<file path="src/source/bmu_defines.svh">
// widths for the 32-bit count unit only; the 64-bit forms need BMU_XLEN 64 and BMU_CNT_W 6.
`ifndef BMU_DEFINES_SVH
`define BMU_DEFINES_SVH

// operand and result width.
`define BMU_XLEN 32

// width of an in-range count, log2 of BMU_XLEN.
`define BMU_CNT_W 5

// destination register tag, one of 32 registers.
`define BMU_TAG_W 5

`endif
</file>
<file path="src/source/bmu_op_pkg.sv">
// op codes for clz, ctz and cpop only; code 3 is not an instruction and returns illegal.
`default_nettype none

package bmu_op_pkg;

    typedef enum logic [1:0] {
        OP_CLZ  = 2'd0,
        OP_CTZ  = 2'd1,
        OP_CPOP = 2'd2,
        OP_RSVD = 2'd3   // reserved, flagged illegal.
    } bmu_op_t;

    // one-hot style select, decoded once at issue.
    typedef struct packed {
        logic is_count;  // clz or ctz.
        logic is_pop;    // cpop.
        logic illegal;
    } bmu_sel_t;

endpackage

`default_nettype wire

</file>
<file path="src/source/bmu_data_pkg.sv">
// payload structs sized by bmu_defines.svh; tags are carried through unchanged, not checked.
`default_nettype none

package bmu_data_pkg;

    `include "bmu_defines.svh"

    typedef struct packed {
        bmu_op_pkg::bmu_op_t          op;
        logic [`BMU_XLEN-1:0]         operand;
        logic [`BMU_TAG_W-1:0]        tag;
    } bmu_req_t;

    // operand after decode, as seen by the counters.
    typedef struct packed {
        bmu_op_pkg::bmu_sel_t         sel;
        logic [`BMU_XLEN-1:0]         count_operand;  // reversed for clz.
        logic [`BMU_XLEN-1:0]         operand;
        logic [`BMU_TAG_W-1:0]        tag;
    } bmu_issued_t;

    typedef struct packed {
        logic [`BMU_XLEN-1:0]         value;
        logic [`BMU_TAG_W-1:0]        tag;
        logic                         illegal;
    } bmu_result_t;

endpackage

`default_nettype wire

</file>
<file path="src/source/bit_count_unit.sv">
// clz, ctz and cpop with a fixed two-edge latency; results return in request order.
`timescale 1ns/100ps
`default_nettype none

`include "bmu_defines.svh"

module bit_count_unit (
    input  logic                      clk,
    input  logic                      rst_n,
    input  logic                      req_valid,
    input  bmu_data_pkg::bmu_req_t    req,
    output logic                      res_valid,
    output bmu_data_pkg::bmu_result_t res
);
    import bmu_data_pkg::*;

    logic                  iss_valid;
    bmu_issued_t           iss;
    logic [`BMU_CNT_W-1:0] sifir_sayisi;
    logic                  hepsi_sifir;
    logic [`BMU_CNT_W:0]   pop_count;

    bmu_issue_stage u_issue (
        .clk       (clk),
        .rst_n     (rst_n),
        .req_valid (req_valid),
        .req       (req),
        .iss_valid (iss_valid),
        .iss       (iss)
    );

    zero_counter u_zero (
        .deger_i      (iss.count_operand),
        .sifir_sayisi (sifir_sayisi),
        .hepsi_sifir  (hepsi_sifir)
    );

    pop_counter u_pop (
        .operand   (iss.operand),
        .pop_count (pop_count)
    );

    bmu_writeback_stage u_wb (
        .clk        (clk),
        .rst_n      (rst_n),
        .iss_valid  (iss_valid),
        .sel        (iss.sel),
        .tag        (iss.tag),
        .zero_count (sifir_sayisi),
        .all_zero   (hepsi_sifir),
        .pop_count  (pop_count),
        .res_valid  (res_valid),
        .res        (res)
    );

endmodule

`default_nettype wire

</file>
<file path="src/source/bmu_writeback_stage.sv">
// result must be taken on the cycle res_valid is high; nothing is held for a slow consumer.
`timescale 1ns/100ps
`default_nettype none

`include "bmu_defines.svh"

module bmu_writeback_stage (
    input  logic                      clk,
    input  logic                      rst_n,
    input  logic                      iss_valid,
    input  bmu_op_pkg::bmu_sel_t      sel,
    input  logic [`BMU_TAG_W-1:0]     tag,
    input  logic [`BMU_CNT_W-1:0]     zero_count,
    input  logic                      all_zero,
    input  logic [`BMU_CNT_W:0]       pop_count,
    output logic                      res_valid,
    output bmu_data_pkg::bmu_result_t res
);
    import bmu_data_pkg::*;

    localparam logic [`BMU_XLEN-1:0] FULL_COUNT = `BMU_XLEN;

    bmu_result_t res_d;

    always_comb begin
        res_d.tag     = tag;
        res_d.illegal = sel.illegal;
        res_d.value   = '0;
        if (sel.illegal) begin
            res_d.value = '0;
        end else if (sel.is_count) begin
            if (all_zero) begin
                res_d.value = FULL_COUNT;  // no set bit, full width.
            end else begin
                res_d.value = {{(`BMU_XLEN-`BMU_CNT_W){1'b0}}, zero_count};
            end
        end else if (sel.is_pop) begin
            res_d.value = {{(`BMU_XLEN-`BMU_CNT_W-1){1'b0}}, pop_count};
        end
    end

    always_ff @(posedge clk) begin
        if (!rst_n) begin
            res_valid <= 1'b0;
            res       <= '0;
        end else begin
            res_valid <= iss_valid;
            if (iss_valid) begin
                res <= res_d;
            end
        end
    end

endmodule

`default_nettype wire

</file>
<file path="src/source/bmu_issue_stage.sv">
// one request per cycle, no back-pressure; payload only loads on a strobe and holds otherwise.
`timescale 1ns/100ps
`default_nettype none

`include "bmu_defines.svh"

module bmu_issue_stage (
    input  logic                    clk,
    input  logic                    rst_n,
    input  logic                    req_valid,
    input  bmu_data_pkg::bmu_req_t  req,
    output logic                    iss_valid,
    output bmu_data_pkg::bmu_issued_t iss
);
    import bmu_op_pkg::*;
    import bmu_data_pkg::*;

    bmu_sel_t             sel_d;
    logic [`BMU_XLEN-1:0] rev_operand;
    bmu_issued_t          iss_d;

    always_comb begin
        sel_d = '0;
        case (req.op)
            OP_CLZ:  sel_d.is_count = 1'b1;
            OP_CTZ:  sel_d.is_count = 1'b1;
            OP_CPOP: sel_d.is_pop   = 1'b1;
            default: sel_d.illegal  = 1'b1;
        endcase
    end

    // leading zeros become trailing zeros.
    always_comb begin
        for (int i = 0; i < `BMU_XLEN; i++) begin
            rev_operand[i] = req.operand[`BMU_XLEN-1-i];
        end
    end

    always_comb begin
        iss_d.sel           = sel_d;
        iss_d.count_operand = (req.op == OP_CLZ) ? rev_operand : req.operand;
        iss_d.operand       = req.operand;
        iss_d.tag           = req.tag;
    end

    always_ff @(posedge clk) begin
        if (!rst_n) begin
            iss_valid <= 1'b0;
            iss       <= '0;
        end else begin
            iss_valid <= req_valid;
            if (req_valid) begin
                iss <= iss_d;
            end
        end
    end

endmodule

`default_nettype wire

</file>
<file path="src/source/pop_counter.sv">
// combinational cpop of a 32-bit word as a five-level adder tree; output is 0 to 32.
`timescale 1ns/100ps
`default_nettype none

`include "bmu_defines.svh"

module pop_counter (
    input  logic [`BMU_XLEN-1:0] operand,
    output logic [`BMU_CNT_W:0]  pop_count
);
    logic [1:0] lvl1 [16];  // pairs of bits.
    logic [2:0] lvl2 [8];
    logic [3:0] lvl3 [4];
    logic [4:0] lvl4 [2];

    always_comb begin
        for (int i = 0; i < 16; i++) begin
            lvl1[i] = {1'b0, operand[2*i]} + {1'b0, operand[2*i+1]};
        end
        for (int i = 0; i < 8; i++) begin
            lvl2[i] = {1'b0, lvl1[2*i]} + {1'b0, lvl1[2*i+1]};
        end
        for (int i = 0; i < 4; i++) begin
            lvl3[i] = {1'b0, lvl2[2*i]} + {1'b0, lvl2[2*i+1]};
        end
        for (int i = 0; i < 2; i++) begin
            lvl4[i] = {1'b0, lvl3[2*i]} + {1'b0, lvl3[2*i+1]};
        end
    end

    // last level needs the extra bit for 32.
    assign pop_count = {1'b0, lvl4[0]} + {1'b0, lvl4[1]};

endmodule

`default_nettype wire

</file>
<file path="src/source/zero_counter.sv">
// combinational ctz of a 32-bit word; the count reads 0 when hepsi_sifir is high.
`timescale 1ns/100ps
`default_nettype none

`include "bmu_defines.svh"

module zero_counter (
    input  logic [`BMU_XLEN-1:0]  deger_i,
    output logic [`BMU_CNT_W-1:0] sifir_sayisi,
    output logic                  hepsi_sifir
);
    localparam int NBYTES = `BMU_XLEN / 8;

    logic [NBYTES-1:0] byte_nz;
    logic [1:0]        byte_idx;
    logic [7:0]        low_byte;
    logic [2:0]        bit_idx;

    assign hepsi_sifir = ~(|deger_i);

    always_comb begin
        for (int i = 0; i < NBYTES; i++) begin
            byte_nz[i] = |deger_i[i*8 +: 8];
        end
    end

    // lowest non-zero byte, scanned top down so the lowest wins.
    always_comb begin
        byte_idx = 2'd0;
        for (int i = NBYTES - 1; i >= 0; i--) begin
            if (byte_nz[i]) begin
                byte_idx = i[1:0];
            end
        end
    end

    assign low_byte = deger_i[byte_idx*8 +: 8];

    // lowest set bit inside that byte.
    always_comb begin
        bit_idx = 3'd0;
        for (int i = 7; i >= 0; i--) begin
            if (low_byte[i]) begin
                bit_idx = i[2:0];
            end
        end
    end

    // byte index above bit index.
    assign sifir_sayisi = {byte_idx, bit_idx};

endmodule

`default_nettype wire

</file>
<file path="config.mk">
export PLATFORM = sky130hd
export DESIGN_NAME = bit_count_unit
export DESIGN_NICKNAME = d
export VERILOG_FILES = /design/src/source/bmu_op_pkg.sv /design/src/source/bmu_data_pkg.sv /design/src/source/bit_count_unit.sv /design/src/source/bmu_writeback_stage.sv /design/src/source/bmu_issue_stage.sv /design/src/source/pop_counter.sv /design/src/source/zero_counter.sv
export VERILOG_INCLUDE_DIRS = /design/src /design/src/source
export SDC_FILE = /design/constraint.sdc
export NUM_CORES = 1
export LEC_CHECK = 0
export BUFFER_PORTS_ARGS = -buffer_cell sky130_fd_sc_hd__buf_2
export CAP_MARGIN = 15
export CELL_PAD_IN_SITES_DETAIL_PLACEMENT = 0
export CELL_PAD_IN_SITES_GLOBAL_PLACEMENT = 1
export CORE_ASPECT_RATIO = 1.5
export CORE_UTILIZATION = 39
export CTS_CLUSTER_DIAMETER = 50
export CTS_CLUSTER_SIZE = 40
export DETAILED_ROUTE_END_ITERATION = 7
export PLACE_DENSITY_LB_ADDON = 0.3
export SLEW_MARGIN = 20
export SYNTH_ARGS = -nofsm -noshare
export SYNTH_HDL_FRONTEND = slang
export SYNTH_SLANG_ARGS = --single-unit
</file>
<file path="constraint.sdc">
create_clock -name clk -period 4.9 [get_ports clk]
set_input_delay 0.49 -clock clk [delete_from_list [all_inputs] [get_ports clk]]
set_output_delay 0.49 -clock clk [all_outputs]
set_load 0.1 [all_outputs]
</file>
==> results.tsv <==
stage	metric	value	unit
flow_run	max_cap_violations	0	
setup_path	crit_path_frequent_cell	fa_1	
place	post-place-ws	-0.03686	ns
finish	multi_input_area	0.002939	mm2
clock_network	htreeDepth	3	
synthesis	yosys_most_used_dff	dfxtp_1	
place	dp.cells	742	
finish	final_util	45.02	%
finish	syn_to_final_growth	12.12	%
routing	highest_layer	met4	
floorplan	start_util	40.16	%
synthesis	synth-seq-cells	86	
place	dp_hpwl	9735	um
power_and_ir_drop	p_clk_share	29.8	%
clock_network	clock_sinks	86	
timing	fin_crit	4.773	ns
power_and_ir_drop	combPwrFrac	35.5	%
power_and_ir_drop	power.internal	1.410	mW
timing	slew_viol_final	0	
synthesis	seq_area_frac_synth	34.09	%
synthesis	ys_warn_count	0	
finish	diodes	0	
place	place.gp.congestion	0.8990	
floorplan	die_x	94.91	um
routing	wirelength_met1	5350	um
power_and_ir_drop	power.density	401.3	mW/mm2
timing	hold_viol_final	0	
clock_network	postCtsHoldBufs	0	
floorplan	coreArea	0.01257	mm2
synthesis	syn_area_per_cell	9.018	um2
finish	ff_latch_area	0.001727	mm2
floorplan	dieArea	0.01342	mm2
grt	grt_pass1_wl	20740	um
routing	drc	0	
finish	layout.cells.non_filler	758	
power_and_ir_drop	p_switching	0.8624	mW
setup_path	criticalPathCategory	flip-flop to flip-flop	
finish	finalNetCount	670	
finish	fill_cells	1275	
routing	vias_per_cell	5.201	
routing	via_count	3942	
timing	maxSlewHeadroom	48.02	%
clock_network	root_buffer	clkbuf_16	
clock_network	clkLatencyLatePin	0.35	ns
setup_path	worstSetupEndpointType	flip-flop	
timing	fin_crit_sh	97.42	%
setup_path	arrival	5.06	ns
place	port_buffers	54	
power_and_ir_drop	p_leak	2.671	nW
timing	setup_tns	0	ns
synthesis	synth_cells	560	
timing	setup_viol	0	
synthesis	synth_edf_count	0	
routing	wl_met2	6997	um
routing	wl_met3	316	um
setup_path	cp-start-kind	flip-flop	
power_and_ir_drop	irDropWorstVdd	0.1703	mV
grt	grt_overflow_total	0	
floorplan	fp.dieH	141.4	um
floorplan	io_pins	81	
clock_network	cts_tree	done	
power_and_ir_drop	p_sw_share	37.96	%
grt	grtUsageTotal	20.80	%
clock_network	numCtsBuffers	9	
timing	fmax	209.5	MHz
hold_path	min_path_type	primary input to flip-flop	
routing	wl_per_cell	17.17	um
run_status	status	complete, no violations	
timing	tightestPinTransition	0.7797	ns
setup_path	cp_slowest_cell	fa_2	
routing	totalWireLength	13020	um
routing	drtAntennaViolNets	0	
clock_network	clk_path_buf_depth	2	
setup_path	critPathRequiredTime	5.19	ns
finish	drive_above_1_share	16.11	%
grt	grt_start_max_net_pins	87	
setup_path	slowest_delay	0.54	ns
grt	first_global_vias	3791	
timing	fin_skew	0.006213	ns
floorplan	row_count	50	
synthesis	synth_area	0.005050	mm2
timing	worst_slack	0.1265	ns
synthesis	synth_cell_types	47	
synthesis	async_flop_share	0	%
timing	rsz0062_at_grt	yes	
power_and_ir_drop	seqPwrFrac	34.7	%
setup_path	crit_chain	fa_1 -> inv_1 -> fa_2 -> fa_1 -> fa_1 -> fa_1 -> fa_1 -> inv_2 -> ha_4 -> fa_2 -> a21o_1 -> a21oi_2 -> xnor2_1 -> nand3_1 -> a21oi_2 -> o21a_1	
clock_network	cts_setup_buffers	0	
setup_path	crit_fanout	2	
clock_network	clk_pin_slew	0.07	ns
grt	antenna_found_initial	0	
routing	drt-initial-drc-count	178	
routing	drt_first_pass_iters	4	
-- placed cells by master (no fill, tap or decap), types with 4 or more instances in the layout --
master	n
nor4_1	4
o21ai_0	42
dfxtp_2	4
nor2b_1	46
a21oi_1	7
clkbuf_16	9
nor2_1	16
inv_1	51
and2_1	9
dfxtp_1	82
nor3_1	4
nand3_1	36
fa_1	22
nand2_1	36
mux2i_1	43
nor4_4	4
ha_1	6
o211a_1	34
buf_2	53
conb_1	26
a31oi_1	9
buf_4	5
-- final timing paths --
path	start	endpoint	slack (ns)	depth (start not counted)
setup / recovery	u_issue.iss[22]	u_wb.res[10]	0.13	16
hold / removal	req[0]	u_issue.iss[0]	0.41	3
setup reg to reg	u_issue.iss[22]	u_wb.res[10]	0.13	16
hold reg to reg	u_issue.iss[12]	u_issue.iss[12]	0.51	2
-- per-layer routing --
layer	vias up	track usage, %
li1	1935	-
met1	1913	25.10
met2	75	36.01
met3	19	3.162
met4	0	9.011
met5	-	0
-- Yosys cell counts, drive strengths merged (4+ instances only) --
library cell / instances / area share [%]
o21ai: 43 / 4.3
a21oi: 10 / 0.99
nand2: 36 / 2.7
nor4: 8 / 2.2
clkbuf: 27 / 2.0
and2: 9 / 1.1
mux2i: 43 / 8.5
inv: 54 / 4.0
dfxtp: 86 / 34
nor2: 17 / 1.3
buf: 30 / 4.2
nor3: 4 / 0.40
nor2b: 46 / 5.7
nand3: 36 / 3.6
ha: 7 / 1.7
fa: 24 / 9.5
a31oi: 9 / 1.1
o211a: 34 / 6.7
-- logic make-up (layout without fill, tap and decap cells) --
group	Yosys count	count (layout)	synth area share (%)
compound gates	116	116	16.35
xor+xnor	3	3	0.5204
fa+ha+maj	31	31	11.25
buf+inv	111	128	10.18
flops	86	86	34.09
mux	43	43	8.523
other cells	1	26	0.07426
simple gates	169	169	19.00
-- sequential cells by signal, summed over array words and instances, names as in the netlist --
signal             count
u_wb.res              12
u_wb.res_valid         1
u_issue.iss_valid      1
u_issue.iss           72
-- metrics by stage --
step | total power, mW | hold slack [ns] | cell area, um2
floorplan | 1.394 | 0.4701 | 5144
global placement | 1.541 | 0.4916 | 5333
detailed placement | 1.565 | 0.4995 | 5333
CTS | 2.253 | 0.4040 | 5634
global route | 2.427 | 0.4153 | 5662
finish | 2.272 | 0.4074 | 5662
-- worst max-delay path: cells and delay by family (launching register included) --
kind	cells	cell delay [ns]
adder cells (fa/ha/maj)	8	3.50
AO/OA/AOI/OAI	4	0.56
flip-flops	1	0.33
XOR/XNOR	1	0.13
buffers and inverters	2	0.11
AND/OR/NAND/NOR	1	0.10
-- what timing repair did --
| action | in CTS | in global routing |
|---|---|---|
| resized for setup | 2 | 12 |
| pin swaps | 4 | 16 |
| setup endpoints to repair | 1 | 4 |
-- cell type report --
cell class | count | area share, %
clock inverter | 7 | 1.238
inverter | 54 | 3.580
timing repair buffer | 58 | 5.348
clock buffer | 9 | 3.978
multi-input combinational | 388 | 51.91
sequential | 86 | 30.50
tap | 156 | 3.448
-- power by group through the flow --
stage	Clock, mW	Combinational, mW	Sequential [mW]
2_1_floorplan	0	0.587	0.807
3_3_place_gp	0	0.738	0.803
3_5_place_dp	0	0.761	0.804
4_1_cts	0.692	0.773	0.788
5_1_grt	0.714	0.918	0.794
6_report	0.676	0.807	0.789
Note: power is estimated with default switching activity, not from simulation.
